--- src/hdl/vit_trellis_pkg.sv ---
/*
  trellis of the rate 1/2, K=3 convolutional code, generators 7 and 5 octal
  state is {u[n-1], u[n-2]}, so the state MSB is the most recent input bit
*/

package vit_trellis_pkg;

  //--------------------------------------------------------------------------
  // code geometry
  //--------------------------------------------------------------------------

  localparam int cSTATE_NUM  = 4;
  localparam int cSTATE_W    = 2;
  localparam int cBRANCH_NUM = 2;
  // code bits per symbol, symbol = {g7 bit, g5 bit}
  localparam int cCODE_W     = 2;
  // zero tail drives the encoder back to state 0
  localparam int cTAIL_LEN   = 2;

  //--------------------------------------------------------------------------
  // transition tables indexed [current state][input bit]
  //--------------------------------------------------------------------------

  // next state = {u, state[1]}
  localparam logic [cSTATE_W-1:0] cNEXT_STATE [cSTATE_NUM][cBRANCH_NUM] = '{
    '{2'd0, 2'd2},
    '{2'd0, 2'd2},
    '{2'd1, 2'd3},
    '{2'd1, 2'd3}
  };

  // g7 bit = u ^ s1 ^ s0 in the MSB, g5 bit = u ^ s0 in the LSB
  localparam logic [cCODE_W-1:0] cOUTPUT [cSTATE_NUM][cBRANCH_NUM] = '{
    '{2'd0, 2'd3},
    '{2'd3, 2'd0},
    '{2'd2, 2'd1},
    '{2'd1, 2'd2}
  };

endpackage

--- src/hdl/vit_dec_pkg.sv ---
/*
  viterbi decoder datapath definitions
  soft input widths, metric words, decision vector and traceback FSM states
*/

package vit_dec_pkg;

  //--------------------------------------------------------------------------
  // widths and limits
  //--------------------------------------------------------------------------

  // offset binary soft bit, 0 = sure zero, 7 = sure one
  localparam int cSOFT_W    = 3;
  // two soft distances, max 14
  localparam int cBM_W      = 4;
  // wrapping path metric, modulo 128
  localparam int cSTATEM_W  = 7;
  localparam int cFRAME_MAX = 64;
  localparam int cADDR_W    = $clog2(cFRAME_MAX);

  // penalty for states other than 0 at sop
  // quarter range keeps the wrapped compare unambiguous
  localparam int cSTATEM_INIT = 2**(cSTATEM_W-2);

  //--------------------------------------------------------------------------
  // types
  //--------------------------------------------------------------------------

  typedef logic [cSOFT_W-1:0]                          soft_t;
  // [1] carries the g7 soft bit, [0] the g5 soft bit
  typedef soft_t [vit_trellis_pkg::cCODE_W-1:0]         symb_t;

  typedef logic [cBM_W-1:0]                            bm_word_t;
  // one metric per hypothesis code symbol
  typedef bm_word_t [2**vit_trellis_pkg::cCODE_W-1:0]   bm_t;

  typedef logic [cSTATEM_W-1:0]                        pm_t;
  typedef pm_t [vit_trellis_pkg::cSTATE_NUM-1:0]        statem_t;

  // bit per state, 1 = survivor came from the predecessor with LSB 1
  typedef logic [vit_trellis_pkg::cSTATE_NUM-1:0]       decision_t;

  typedef logic [cADDR_W-1:0]                          addr_t;

  typedef enum logic [1:0] {IDLE, FILL, TRACE, REPLAY} tb_state_e;

endpackage

--- src/hdl/vit_bm_if.sv ---
/*
  branch metric link from the metric unit to the recursive processor
*/

`timescale 1ns/1ps

interface vit_bm_if;

  // framing strobes, qualified by val
  logic              sop;
  logic              val;
  logic              eop;
  // four hypothesis distances
  vit_dec_pkg::bm_t  bm;

  // metric unit side
  modport src (output sop, val, eop, bm);

  // recursive processor side
  modport snk (input sop, val, eop, bm);

endinterface

--- src/hdl/vit_dec_bmu.sv ---
/*
  branch metric unit
  turns one soft symbol into the distances to all four code symbols,
  registered together with the framing strobes
*/

`timescale 1ns/1ps

module vit_dec_bmu (
  input  logic               iclk,
  input  logic               ireset,
  input  logic               iclkena,
  input  logic               isop,
  input  logic               ival,
  input  logic               ieop,
  input  vit_dec_pkg::symb_t isymb,
  vit_bm_if.src              bm
);

  vit_dec_pkg::bm_t bm_comb;

  // distance of a soft bit to the ideal 0 or 7
  function automatic vit_dec_pkg::bm_word_t soft_dist(input vit_dec_pkg::soft_t s,
                                                      input logic hyp);
    vit_dec_pkg::soft_t d;
    // for a 3 bit offset value, 7 - s is just ~s at soft width
    d         = hyp ? ~s : s;
    soft_dist = vit_dec_pkg::bm_word_t'(d);
  endfunction

  //--------------------------------------------------------------------------
  // hypothesis metrics
  //--------------------------------------------------------------------------

  always_comb begin
    for (int c = 0; c < 2**vit_trellis_pkg::cCODE_W; c++) begin
      // c[1] is the g7 hypothesis, c[0] the g5 one
      bm_comb[c] = soft_dist(isymb[1], c[1]) + soft_dist(isymb[0], c[0]);
    end
  end

  //--------------------------------------------------------------------------
  // output register
  //--------------------------------------------------------------------------

  always_ff @(posedge iclk or posedge ireset) begin
    if (ireset) begin
      bm.val <= 1'b0;
    end else if (iclkena) begin
      bm.val <= ival;
    end
  end

  // strobes and metrics only matter while val is high
  always_ff @(posedge iclk) begin
    if (iclkena) begin
      bm.sop <= isop;
      bm.eop <= ieop;
      bm.bm  <= bm_comb;
    end
  end

endmodule

--- src/hdl/vit_dec_acsu.sv ---
/*
  add-compare-select engine for one trellis state
  path metrics wrap, the smaller one is found by the sign of the difference
*/

`timescale 1ns/1ps

module vit_dec_acsu (
  input  logic                 iclk,
  input  logic                 ireset,
  input  logic                 iclkena,
  input  logic                 ival,
  // index = LSB of the predecessor state
  input  vit_dec_pkg::bm_word_t [vit_trellis_pkg::cBRANCH_NUM-1:0] ibm,
  input  vit_dec_pkg::pm_t      [vit_trellis_pkg::cBRANCH_NUM-1:0] istatem,
  output vit_dec_pkg::pm_t     ostatem,
  output logic                 odecision
);

  vit_dec_pkg::pm_t sum0;
  vit_dec_pkg::pm_t sum1;
  vit_dec_pkg::pm_t diff;
  logic             sel;

  // add, branch metric zero extended into the path metric width
  assign sum0 = istatem[0] + vit_dec_pkg::pm_t'(ibm[0]);
  assign sum1 = istatem[1] + vit_dec_pkg::pm_t'(ibm[1]);

  // compare on the circle, negative difference means sum1 is smaller
  assign diff = sum1 - sum0;
  assign sel  = diff[vit_dec_pkg::cSTATEM_W-1];

  // select
  always_ff @(posedge iclk or posedge ireset) begin
    if (ireset) begin
      ostatem <= '0;
    end else if (iclkena && ival) begin
      ostatem <= sel ? sum1 : sum0;
    end
  end

  always_ff @(posedge iclk) begin
    if (iclkena && ival) begin
      odecision <= sel;
    end
  end

endmodule

--- src/hdl/vit_dec_rp.sv ---
/*
  recursive processor, one ACS engine per trellis state
  routes predecessor and branch metrics through the code tables and
  restarts the metrics at sop so that decoding begins in state 0
*/

`timescale 1ns/1ps

module vit_dec_rp #(
  // keep the previous frame's metrics at sop
  parameter bit pSOP_STATE_SYNC_DISABLE = 1'b0
) (
  input  logic                   iclk,
  input  logic                   ireset,
  input  logic                   iclkena,
  vit_bm_if.snk                  bm,
  output logic                   osop,
  output logic                   oval,
  output logic                   oeop,
  output vit_dec_pkg::statem_t   ostatem,
  output vit_dec_pkg::decision_t odecision
);

  // engine inputs, [next state][branch]
  vit_dec_pkg::bm_word_t [vit_trellis_pkg::cBRANCH_NUM-1:0] acsu_bm
    [vit_trellis_pkg::cSTATE_NUM];
  vit_dec_pkg::pm_t      [vit_trellis_pkg::cBRANCH_NUM-1:0] acsu_statem
    [vit_trellis_pkg::cSTATE_NUM];
  // predecessor metrics after the sop restart
  vit_dec_pkg::pm_t pred_statem [vit_trellis_pkg::cSTATE_NUM];

  //--------------------------------------------------------------------------
  // sop restart
  //--------------------------------------------------------------------------

  always_comb begin
    for (int s = 0; s < vit_trellis_pkg::cSTATE_NUM; s++) begin
      pred_statem[s] = ostatem[s];
      if (bm.sop && !pSOP_STATE_SYNC_DISABLE) begin
        // state 0 starts ahead, all others carry a penalty
        pred_statem[s] = (s == 0) ? '0 : vit_dec_pkg::pm_t'(vit_dec_pkg::cSTATEM_INIT);
      end
    end
  end

  //--------------------------------------------------------------------------
  // trellis routing
  //--------------------------------------------------------------------------

  always_comb begin
    logic [vit_trellis_pkg::cSTATE_W-1:0] ns;
    acsu_bm     = '{default: '0};
    acsu_statem = '{default: '0};
    ns          = '0;
    for (int ps = 0; ps < vit_trellis_pkg::cSTATE_NUM; ps++) begin
      for (int u = 0; u < vit_trellis_pkg::cBRANCH_NUM; u++) begin
        ns = vit_trellis_pkg::cNEXT_STATE[ps][u];
        // both predecessors of ns differ only in their LSB
        acsu_statem[ns][ps[0]] = pred_statem[ps];
        acsu_bm[ns][ps[0]]     = bm.bm[vit_trellis_pkg::cOUTPUT[ps][u]];
      end
    end
  end

  //--------------------------------------------------------------------------
  // engines
  //--------------------------------------------------------------------------

  for (genvar gs = 0; gs < vit_trellis_pkg::cSTATE_NUM; gs++) begin : acsu_gen
    vit_dec_acsu acsu (
      .iclk      (iclk),
      .ireset    (ireset),
      .iclkena   (iclkena),
      .ival      (bm.val),
      .ibm       (acsu_bm[gs]),
      .istatem   (acsu_statem[gs]),
      .ostatem   (ostatem[gs]),
      .odecision (odecision[gs])
    );
  end

  // strobes follow the engines by one cycle
  always_ff @(posedge iclk or posedge ireset) begin
    if (ireset) begin
      oval <= 1'b0;
    end else if (iclkena) begin
      oval <= bm.val;
    end
  end

  always_ff @(posedge iclk) begin
    if (iclkena) begin
      osop <= bm.sop & bm.val;
      oeop <= bm.eop & bm.val;
    end
  end

endmodule

--- src/hdl/vit_dec_tbu.sv ---
/*
  traceback unit
  stores decision vectors, walks back from state 0 after eop and then
  replays the decoded bits in forward order without the tail
*/

`timescale 1ns/1ps

module vit_dec_tbu (
  input  logic                   iclk,
  input  logic                   ireset,
  input  logic                   iclkena,
  input  logic                   isop,
  input  logic                   ival,
  input  logic                   ieop,
  input  vit_dec_pkg::decision_t idecision,
  output logic                   osop,
  output logic                   oval,
  output logic                   oeop,
  output logic                   odat,
  output logic                   obusy
);

  vit_dec_pkg::tb_state_e state;

  // decision memory, one word per trellis step
  vit_dec_pkg::decision_t dec_mem [vit_dec_pkg::cFRAME_MAX];
  // decoded bits in trellis order
  logic [vit_dec_pkg::cFRAME_MAX-1:0] bit_buf;

  vit_dec_pkg::addr_t wr_ptr;
  vit_dec_pkg::addr_t wr_addr;
  vit_dec_pkg::addr_t rd_addr;
  vit_dec_pkg::addr_t last_addr;
  vit_dec_pkg::addr_t rep_last;
  logic               wr_ena;

  // trellis state during the walk back
  logic [vit_trellis_pkg::cSTATE_W-1:0] tb_state;
  logic                                 dec_bit;

  logic oval_r;
  logic osop_r;
  logic oeop_r;

  //--------------------------------------------------------------------------
  // addressing
  //--------------------------------------------------------------------------

  // writes start on sop in IDLE and continue until eop
  assign wr_ena  = ival & (((state == vit_dec_pkg::IDLE) & isop) |
                           (state == vit_dec_pkg::FILL));
  assign wr_addr = isop ? '0 : wr_ptr;

  // last data bit sits just before the tail
  assign rep_last = last_addr - vit_dec_pkg::addr_t'(vit_trellis_pkg::cTAIL_LEN);

  // survivor bit of the current state at the current step
  assign dec_bit = dec_mem[rd_addr][tb_state];

  //--------------------------------------------------------------------------
  // memories and output data
  //--------------------------------------------------------------------------

  always_ff @(posedge iclk) begin
    if (iclkena) begin
      if (wr_ena) begin
        dec_mem[wr_addr] <= idecision;
      end
      // input bit of a step is the MSB of the state it leads to
      if (state == vit_dec_pkg::TRACE) begin
        bit_buf[rd_addr] <= tb_state[vit_trellis_pkg::cSTATE_W-1];
      end
      if (state == vit_dec_pkg::REPLAY) begin
        odat <= bit_buf[rd_addr];
      end
    end
  end

  //--------------------------------------------------------------------------
  // FSM
  //--------------------------------------------------------------------------

  always_ff @(posedge iclk or posedge ireset) begin
    if (ireset) begin
      state     <= vit_dec_pkg::IDLE;
      wr_ptr    <= '0;
      rd_addr   <= '0;
      last_addr <= '0;
      tb_state  <= '0;
      oval_r    <= 1'b0;
      osop_r    <= 1'b0;
      oeop_r    <= 1'b0;
    end else if (iclkena) begin
      oval_r <= 1'b0;
      osop_r <= 1'b0;
      oeop_r <= 1'b0;
      case (state)
        vit_dec_pkg::IDLE, vit_dec_pkg::FILL: begin
          if (wr_ena) begin
            wr_ptr <= wr_addr + 1'b1;
            state  <= vit_dec_pkg::FILL;
            // frame closed, trellis is known to end in state 0
            if (ieop) begin
              last_addr <= wr_addr;
              rd_addr   <= wr_addr;
              tb_state  <= '0;
              state     <= vit_dec_pkg::TRACE;
            end
          end
        end
        vit_dec_pkg::TRACE: begin
          // predecessor = {state LSB, stored decision}
          tb_state <= {tb_state[vit_trellis_pkg::cSTATE_W-2:0], dec_bit};
          if (rd_addr == '0) begin
            state <= vit_dec_pkg::REPLAY;
          end else begin
            rd_addr <= rd_addr - 1'b1;
          end
        end
        vit_dec_pkg::REPLAY: begin
          oval_r  <= 1'b1;
          osop_r  <= (rd_addr == '0);
          oeop_r  <= (rd_addr == rep_last);
          rd_addr <= rd_addr + 1'b1;
          if (rd_addr == rep_last) begin
            state <= vit_dec_pkg::IDLE;
          end
        end
        default: begin
          state <= vit_dec_pkg::IDLE;
        end
      endcase
    end
  end

  // strobes only show on enabled cycles, so each bit is seen once
  assign oval = oval_r & iclkena;
  assign osop = osop_r & iclkena;
  assign oeop = oeop_r & iclkena;

  // busy from the sop reaching this unit until the last bit is taken
  assign obusy = (state != vit_dec_pkg::IDLE) | oeop_r;

endmodule

--- src/hdl/vit_dec.sv ---
/*
  hard-framed viterbi decoder, rate 1/2 K=3 code
  metric unit -> recursive processor -> traceback unit
*/

`timescale 1ns/1ps

module vit_dec #(
  parameter bit pSOP_STATE_SYNC_DISABLE = 1'b0
) (
  input  logic               iclk,
  input  logic               ireset,
  input  logic               iclkena,
  input  logic               isop,
  input  logic               ival,
  input  logic               ieop,
  input  vit_dec_pkg::symb_t isymb,
  output logic               osop,
  output logic               oval,
  output logic               oeop,
  output logic               odat,
  output logic               obusy
);

  //--------------------------------------------------------------------------
  // internal links
  //--------------------------------------------------------------------------

  vit_bm_if bm_if ();

  // recursive processor to traceback
  logic                   rp_sop;
  logic                   rp_val;
  logic                   rp_eop;
  vit_dec_pkg::decision_t rp_decision;

  //--------------------------------------------------------------------------
  // stages
  //--------------------------------------------------------------------------

  vit_dec_bmu bmu (
    .iclk    (iclk),
    .ireset  (ireset),
    .iclkena (iclkena),
    .isop    (isop),
    .ival    (ival),
    .ieop    (ieop),
    .isymb   (isymb),
    .bm      (bm_if)
  );

  // path metrics stay inside, traceback always starts from state 0
  vit_dec_rp #(
    .pSOP_STATE_SYNC_DISABLE (pSOP_STATE_SYNC_DISABLE)
  ) rp (
    .iclk      (iclk),
    .ireset    (ireset),
    .iclkena   (iclkena),
    .bm        (bm_if),
    .osop      (rp_sop),
    .oval      (rp_val),
    .oeop      (rp_eop),
    .ostatem   (),
    .odecision (rp_decision)
  );

  vit_dec_tbu tbu (
    .iclk      (iclk),
    .ireset    (ireset),
    .iclkena   (iclkena),
    .isop      (rp_sop),
    .ival      (rp_val),
    .ieop      (rp_eop),
    .idecision (rp_decision),
    .osop      (osop),
    .oval      (oval),
    .oeop      (oeop),
    .odat      (odat),
    .obusy     (obusy)
  );

endmodule

--- config.mk ---
export PLATFORM = sky130hd
export DESIGN_NAME = vit_dec
export DESIGN_NICKNAME = d
export VERILOG_FILES = /design/src/hdl/vit_trellis_pkg.sv /design/src/hdl/vit_dec_pkg.sv /design/src/hdl/vit_bm_if.sv /design/src/hdl/vit_dec_bmu.sv /design/src/hdl/vit_dec_acsu.sv /design/src/hdl/vit_dec_rp.sv /design/src/hdl/vit_dec_tbu.sv /design/src/hdl/vit_dec.sv
export SDC_FILE = /design/constraint.sdc
export NUM_CORES = 1
export LEC_CHECK = 0
export ABC_CLOCK_PERIOD_IN_PS = 6900
export BUFFER_PORTS_ARGS = -buffer_cell sky130_fd_sc_hd__buf_4
export CORE_MARGIN = 2
export CORE_UTILIZATION = 60
export DETAILED_ROUTE_END_ITERATION = 10
export GPL_ROUTABILITY_DRIVEN = 0
export PLACE_DENSITY = 0.76
export REMOVE_ABC_BUFFERS = 1
export SETUP_SLACK_MARGIN = 0.02
export SYNTH_ARGS = -nofsm -noshare
export SYNTH_HDL_FRONTEND = slang
export SYNTH_SLANG_ARGS = --single-unit
--- constraint.sdc ---
create_clock -name iclk -period 6.9 [get_ports iclk]
set_input_delay 0.345 -clock iclk [delete_from_list [all_inputs] [get_ports iclk]]
set_output_delay 0.345 -clock iclk [all_outputs]
set_load 0.02 [all_outputs]
Word level (Yosys, flattened, before mapping)
Memories as Yosys holds them, arrays and structs flattened. Cells that the tools add are included.

Divide/modulo/power cells: 0. Bitwise logic cells: 11. Eq/ne operators: 9. Multiply operators: 0. Add/subtract/negate cells: 20. Multiplexer cells: 34. Magnitude comparators: 3. Shift-type cells: 0. Reductions and logical operators: 14.

Operators by type and width (number): $bwmux 64 (1); $add 7x4->7 (8); $mux 7 (8); $sub 7x7->7 (4); $mux 6 (4); $pmux 6 s3 (1); $add 3x3->4 (4); $reduce_and 4->1 (4); $add 6x1->6 const B (2); $mux 2 (6); $mux 1 (9); $ne 2x2->1 const B (4); $and 1x1->1 (7); $lt 6x7->1 const B (1); $bmux 1 s6 (1); $demux 1 s6 (1); $eq 6x6->1 (1); $ge 6x1->1 const B (1); $logic_not 6->1 (1); $not 3->3 (2); $pmux 2 s3 (1); $sub 6x1->6 const B (1); $sub 6x2->6 const B (1); $eq 2x2->1 const B (2); 12 further kinds (16).

Memory bits (writable): 256. Memory bits (read-only): 0. Memories: 1. Input bits: 12. Register bits: 144. Latch bits: 0. Output and inout bits: 5. Word-level logic and storage cells: 120.

Memories: tbu.dec_mem (words 64, width 4, rd ports 1, clocked after memory_dff 0, wr ports 1, RTL line vit_dec_tbu.sv:27) `vit_dec_pkg::decision_t dec_mem [vit_dec_pkg::cFRAME_MAX];`.

Depth between registers and ports, before layout
Gate-level depths: netlist of run 1.

Depth in word-level cells: 7. Gate-level depth with buffers: 22. Depth with buffers taken out: 16.

Cells and area by module
From an unflattened synthesis of run 1, not the netlist that was laid out.

Cells, all modules: 1461. Area total of the unflattened synthesis: 19129.6 µm².

By module, submodules not included: vit_dec_tbu (cells each 994, times used 1, area an instance 14388.8 µm²); vit_dec_acsu at rp.acsu_gen[1].acsu ... (cells each 92, times used 3, area an instance 875.8 µm²); vit_dec_bmu (cells each 62, times used 1, area an instance 934.6 µm²); vit_dec_acsu at rp.acsu_gen[0].acsu (cells each 91, times used 1, area an instance 855.8 µm²); vit_dec_rp (cells each 38, times used 1, area an instance 322.8 µm²).

Worst setup path after synthesis of run 1
No wires, ideal clock.

Path kind: register to register. Start: reg bmu.bm.sop. End: reg rp.acsu_gen[2].acsu.ostatem[4]. Setup slack: 2581 ps. Clock period less this slack: 4319 ps. Data required time: 6776 ps. Cell stages (with the launch flop): 21. Data arrival time: 4195 ps. Cells stage by stage: edfxtp_1 > buf_2 > buf_6 > buf_6 > buf_2 > buf_2 > clkbuf_1 > nor2b_1 > ha_1 > ha_1 > a21oi_1 > a221oi_1 > nor2b_1 > nor2_1 > xor2_1 > ha_1 > o21ai_0 > o21bai_1 > xnor3_2 > and2_1 > o31a_1.

Cells in the longest elaborated chain, start to end: 4. Elaborated cells between the ends (all ways): 6. Classes of those cells: 3 x add/sub; 3 x mux.

RTL lines: from (decl) (RTL line vit_bm_if.sv:17) `modport src (output sop, val, eop, bm);`; from (signal assigned) (RTL line vit_dec_bmu.sv:57) `bm.sop <= isop;`; $mux 7 (RTL line vit_dec_rp.sv:39) `if (bm.sop && !pSOP_STATE_SYNC_DISABLE) begin`; $add 7x4->7 (on tied branches) (RTL line vit_dec_acsu.sv:27, vit_dec_acsu.sv:26); $sub 7x7->7 * (RTL line vit_dec_acsu.sv:30) `assign diff = sum1 - sum0;`; via rp.acsu_gen[2].acsu.diff[6] (RTL line vit_dec_acsu.sv:22) `vit_dec_pkg::pm_t diff;`; $mux 7 * (RTL line vit_dec_acsu.sv:38) `ostatem <= sel ? sum1 : sum0;`; to (signal assigned) (RTL line vit_dec_acsu.sv:38); to (decl) (RTL line vit_dec_acsu.sv:16) `output vit_dec_pkg::pm_t ostatem,`.

The timed path passes the listed nets; every way through them passes the cells marked *. A chain may end at the register's enable or synchronous reset.

Worst setup path in the final report of run 1
Ends and elaborated chain as after synthesis.

==> results.cfg, run 1 <==
[outcome]
status = finished clean

[drt]
firstDrtPassIters = 6
drt_wl_total_um = 45220
wl_met3_um = 3689
routed.top_layer = met4
vias = 12860
dr_wl_met2_um = 22550
wl_per_cell_um = 22.88
final_antenna_net_count = 0
first_iter_violations = 1486
drc_errors = 0
via_per_inst = 6.504
met1_length_um = 17570

[setup_path]
reg2reg_slack_ns = 2.68
critical_path_class = flip-flop to flip-flop
max_stage_delay_ns = 0.58
crit_chain = buf_4, nor2b_1, ha_1, ha_1, a21oi_1, a221oi_1, nor2b_1, nor2_1, xor2_1, ha_1, o21ai_0, o21bai_1, xnor3_2, and2_1, o31a_1
cp_top_family = compound AO/OA/AOI/OAI gates
worstPathArrival_ns = 4.64
critPathBufInv = 1
crit_path_frequent_cell = ha_1
cp.required_ns = 7.32
crit_fanout = 66
end_kind = flip-flop
worstSetupStartpointType = flip-flop
crit_slowest_cell = xnor3_2

[clock_tree]
ctsResizeCount = 0
clk_pin_slew_ns = 0.07
clock_path_buffers = 3
cts_tree = built
clock_latency_ns = 0.55
numCtsBuffers = 40
root_buffer = clkbuf_16
htreeDepth = 2
cts.sinks = 398
cts_setup_buffers = 0
cts_hold_buffers = 2

[grt]
first_global_vias = 12460
globalRouteTotalUtil_pct = 27.30
grt_pass1_wl_um = 70390
antenna_found_initial = 0
grt_max_degree = 69
grt_overflow_total = 0

[layout]
final_layout_size_suffix_gt1_share_pct = 9.143
regArea_sq_mm = 0.01168
diodes = 0
multi_input_area_sq_mm = 0.007015
nNetsFinal = 1619
syn2layout_area_growth_pct = 9.221
fillerInstances = 2247

[pwr]
powerDensity_mw_per_mm2 = 419.5
clkPwrFrac_pct = 25.6
combPwrFrac_pct = 36.2
ir_worst_vdd_uv = 235.8
switching_share_pct = 36.02
leakage_nw = 7.252
switching_power_mw = 3.178
p_total_mw = 8.821
power_frac_seq_pct = 38.2
intPower_mw = 5.644

[synthesis]
async_flop_share_pct = 13.82
synth_common_cells = edfxtp_1, nor2_1, a22oi_1
synth_edf_count = 343
ys_ff_latch = 398
yosysMostFrequentCell = edfxtp_1
yosys_warnings = 0
avgSynthCellArea_sq_um = 12.41
ys_seq_area_share_pct = 60.64
yosys-top-cells-area = edfxtp_1, dfrtp_1, a22oi_1, ha_1, nor2_1
synth_top_area_cell = edfxtp_1
synth_cell_types = 96
synth_top_area_share_pct = 53.50
syn-instance-count = 1551
synth_ff_type = edfxtp_1
syn_area_sq_mm = 0.01925

[placed_design]
numPortBuffers = 16
dp_hpwl_um = 28700

[timing]
skew_ns = 0.03349
hold_violations = 0
relSlewSlack_pct = 15.21
max_freq_mhz = 237.1
finalCriticalPeriod_ns = 4.218
tns_ns = 0
rsz0062_at_grt = false
hold_ws_ns = 0.008911
setup-violations-final = 0
fin_crit_sh_pct = 61.14
tightest_slew_ns = 1.263
slew_viol_final = 0

[run]
drv_cap = 0

[floorplanning]
fp.dieW_um = 183.1
pin_count = 17
die_h_um = 183.1
rows = 65
start_util_pct = 61.02
die-area_sq_mm = 0.03354
core_area_sq_mm = 0.03156

[worst_hold_path]
worst_hold_path_type = primary input to async pin
## layout by cell type (no fill, tap or decap), types with 6 or more instances in the layout
cell       instances
nor3_1            14
clkbuf_16         41
o21ai_1           13
nand2_1           95
o22ai_1            9
nor2b_1           31
o21bai_1           8
nand2b_1          26
a31oi_1           16
a22oi_1          111
edfxtp_1         343
o31ai_1            6
clkinv_2          10
dfrtp_1           55
a21o_1            13
xor2_1            13
a21oi_1           59
clkinv_1          11
a221oi_1          16
mux2i_1           25
ha_1              58
o21ai_0           48
nand3_1           18
a41oi_1           10
buf_4             38
nand4_1           19
and2_1            11
bufinv_16          6
inv_1             41
nand3b_1           7
xnor2_1           32
nand4b_1           8
mux2_2            11
a22o_1            26
nor2_1           190
## power groups by stage
stage                     Combinational, mW  Clock, mW  Sequential (mW)
after floorplan                        2.09          0             3.49
after global placement                 3.07          0             3.40
after detailed placement               3.15          0             3.41
after CTS                              3.17       2.27             3.36
after global routing                   3.51       2.37             3.39
final                                  3.19       2.26             3.37
## worst min-delay path, delay by kind of cell
family | cells | cell delay [ns]
buf+inv | 3 | 0.73
## cells by family after synthesis
| group | Yosys count | synth area share (%) |
|---|---|---|
| and+or+nand+nor | 468 | 12.08 |
| DFF | 398 | 60.64 |
| AOI/OAI and AO/OA | 397 | 14.86 |
| buffers and inverters | 133 | 3.074 |
| adders and majority gates | 66 | 4.445 |
| xor gates and xnor gates | 50 | 2.703 |
| muxes | 39 | 2.196 |
## cell type report
| type | count | share of cell area [%] |
|---|---|---|
| timing repair buffer | 40 | 1.452 |
| clock inverter | 29 | 1.505 |
| sequential | 398 | 55.52 |
| tap | 402 | 2.392 |
| inverter | 44 | 0.7854 |
| multi-input combinational | 1020 | 33.36 |
| clock buffer | 44 | 4.980 |
## metal layers
| metal | track usage, % | vias to the layer above |
|---|---|---|
| li1 | - | 5865 |
| met1 | 35.86 | 6273 |
| met2 | 47.30 | 626 |
| met3 | 3.912 | 95 |
| met4 | 8.672 | 0 |
| met5 | 0 | - |
## path summary, 6_finish.rpt
path                                             start                                    endpoint  cells after the start
worst max-delay path              bmu.bm.sop$_DFFE_PP_  rp.acsu_gen[2].acsu.ostatem[4]$_DFFE_PP0P_                     15
worst min-delay path                            ireset                      tbu.oeop_r$_DFFE_PP0P_                      3
worst max register to register    bmu.bm.sop$_DFFE_PP_  rp.acsu_gen[2].acsu.ostatem[4]$_DFFE_PP0P_                     15
worst min register to register  tbu.oval_r$_DFFE_PP0P_                      tbu.oval_r$_DFFE_PP0P_                      1
max in group asynchronous                       ireset  rp.acsu_gen[0].acsu.ostatem[5]$_DFFE_PP0P_                      3
min in group iclk                                 ival                      bmu.bm.val$_DFFE_PP0P_                      2
## sequential cells by signal, indices dropped and copies added (netlist names), 2 cells and up
name / cells
tbu.wr_ptr: 6
tbu.rd_addr: 6
tbu.last_addr: 6
tbu.state: 2
tbu.dec_mem: 256
tbu.bit_buf: 64
rp.acsu_gen.acsu.ostatem: 28
tbu.tb_state: 2
rp.acsu_gen.acsu.odecision: 4
bmu.bm.bm: 14
## through the flow
stage | util (%) | cells | instance area [sq um] | setup slack, ns
after global placement | 62.26 | 1902 | 19650 | 2.902
final | 66.64 | 1977 | 21030 | 2.682
after CTS | 66.64 | 1977 | 21030 | 2.760
after floorplan | - | 1462 | 18830 | 2.715
after global routing | 66.64 | 1977 | 21030 | 2.408
after detailed placement | 62.26 | 1902 | 19650 | 2.767
Power figures use the tool's default switching activity.
==> run 2, diff against run 1 <==
- ABC_CLOCK_PERIOD_IN_PS: 6900 -> 3950
- clock period: 6.9 -> 3.95 ns (I/O delays scaled with it)
==> results.cfg, run 2 (same netlist as run 1, synthesis figures left out) <==
[layout]
final_common_cell = edfxtp_1
diodes = 0
top_register = tbu.dec_mem
fillerInstances = 2248
final_cell_mix = edfxtp_1, nor2_1, a22oi_1
regArea_sq_mm = 0.01168
multi_input_area_sq_mm = 0.007071
nNetsFinal = 1647
finalNonFillerCells = 2007
utilization_pct = 67.29
final_layout_size_suffix_gt1_share_pct = 10.28
syn2layout_area_growth_pct = 10.29
largest_reg_flops = 256
final_area_sq_mm = 0.02123
top_regs = tbu.dec_mem (256), tbu.bit_buf (64), rp.acsu_gen.acsu.ostatem (28)

[clock_tree]
clock_path_buffers = 3
htreeDepth = 2
numCtsBuffers = 43
clock_latency_ns = 0.55
clk_pin_slew_ns = 0.05
cts_tree = built
root_buffer = clkbuf_16
cts.sinks = 398

[grt]
grt_max_degree = 65
antenna_found_initial = 0
grt_overflow_total = 0
first_global_vias = 12830
grt_pass1_wl_um = 71180
globalRouteTotalUtil_pct = 27.72

[worst_hold_path]
worst_hold_path_type = primary input to flip-flop

[timing]
finalCriticalPeriod_ns = 3.668
rsz0062_at_grt = false
slew_viol_final = 0
relSlewSlack_pct = 23.18
setup-violations-final = 0
tns_ns = 0
skew_ns = 0.01841
fin_crit_sh_pct = 92.85
tightest_slew_ns = 1.152
max_freq_mhz = 272.7
hold_violations = 0

[placed_design]
dpl_cell_area_sq_mm = 0.01984
numPortBuffers = 16
dp.cells = 1922
dp_hpwl_um = 30400

[floorplanning]
die_h_um = 183.1
pin_count = 17
core_area_sq_mm = 0.03156
fp.dieW_um = 183.1
die-area_sq_mm = 0.03354
rows = 65
start_util_pct = 61.02

[drt]
wl_per_cell_um = 22.98
first_iter_violations = 1527
via_per_inst = 6.469
firstDrtPassIters = 6
drc_errors = 0
drt_wl_total_um = 46130
final_antenna_net_count = 0
vias = 12980

[setup_path]
worstSetupStartpointType = flip-flop
worstPathArrival_ns = 4.10
end_kind = flip-flop
critical_path_class = flip-flop to flip-flop
crit_fanout = 28
cp.required_ns = 4.38

[pwr]
leakage_nw = 7.354
ir_worst_vdd_uv = 394.8
p_total_mw = 15.43
powerDensity_mw_per_mm2 = 726.8

[run]
drv_cap = 0

[outcome]
status = finished clean
run 2: final timing paths:
kind                                                             from  slack (ns)                                          to  cells past startpoint
max reg2reg                                      bmu.bm.sop$_DFFE_PP_        0.28  rp.acsu_gen[2].acsu.ostatem[4]$_DFFE_PP0P_                     15
min in group asynchronous                                      ireset        0.29                      tbu.oeop_r$_DFFE_PP0P_                      3
max in group asynchronous                                      ireset        2.78  rp.acsu_gen[0].acsu.ostatem[0]$_DFFE_PP0P_                      4
max                                              bmu.bm.sop$_DFFE_PP_        0.28  rp.acsu_gen[2].acsu.ostatem[4]$_DFFE_PP0P_                     15
min reg2reg                rp.acsu_gen[0].acsu.ostatem[0]$_DFFE_PP0P_        0.47  rp.acsu_gen[0].acsu.ostatem[0]$_DFFE_PP0P_                      2
min                                                          isymb[5]        0.07                      bmu.bm.bm[3]$_DFFE_PP_                      3
run 2: layout make-up:
type	instances	share of cell area (%)
well taps	402	2.369
multi-input cells	1022	33.30
clock inverters	18	0.5951
flip-flops and latches	398	54.99
inverters	44	0.7778
clock buffers	60	5.462
repair buffers	63	2.510
run 2: critical path, cell delays in order, from the launching register on:
cell      delay, ns
edfxtp_1       0.41
buf_12         0.18
nor2b_1        0.14
ha_2           0.24
ha_1           0.19
a21oi_1        0.07
a221oi_1       0.37
nor2b_1        0.26
nor2_1         0.07
xor2_1         0.16
ha_1           0.28
o21ai_0        0.08
o21bai_1       0.25
xnor3_2        0.38
and2_1         0.17
o31a_1         0.27
run 2: per-layer routing:
metal	vias up	track usage (%)	routed length [um]
li1	5945	-	-
met1	6374	35.19	18070
met2	558	48.21	23290
met3	107	4.210	3168
met4	0	10.85	1597
met5	-	0	0
run 2: where the power goes:
| group | internal [mW] | leakage, nW | total, mW | switching, mW |
|---|---|---|---|---|
| logic | 2.33 | 2.93 | 5.76 | 3.43 |
| registers | 5.36 | 3.80 | 5.98 | 0.613 |
| clock network | 2.08 | 0.627 | 3.70 | 1.62 |
| total | 9.77 | 7.35 | 15.4 | 5.67 |
run 2: repair_timing:
item / CTS / global route
hold buffers: 4 / 0
endpoints found under the hold margin: 30 / 0
gates resized for setup: 0 / 6
setup buffers: 0 / 1
setup endpoints to repair: 0 / 24
run 2: metrics by stage:
stage                     setup slack [ns]  hold WS, ns
after floorplan                    -0.2346       0.2964
after CTS                          0.05898      0.04848
after global placement              0.2643       0.3183
final                               0.2824      0.07046
after detailed placement            0.1039       0.3238
after global routing               0.05133      0.07347
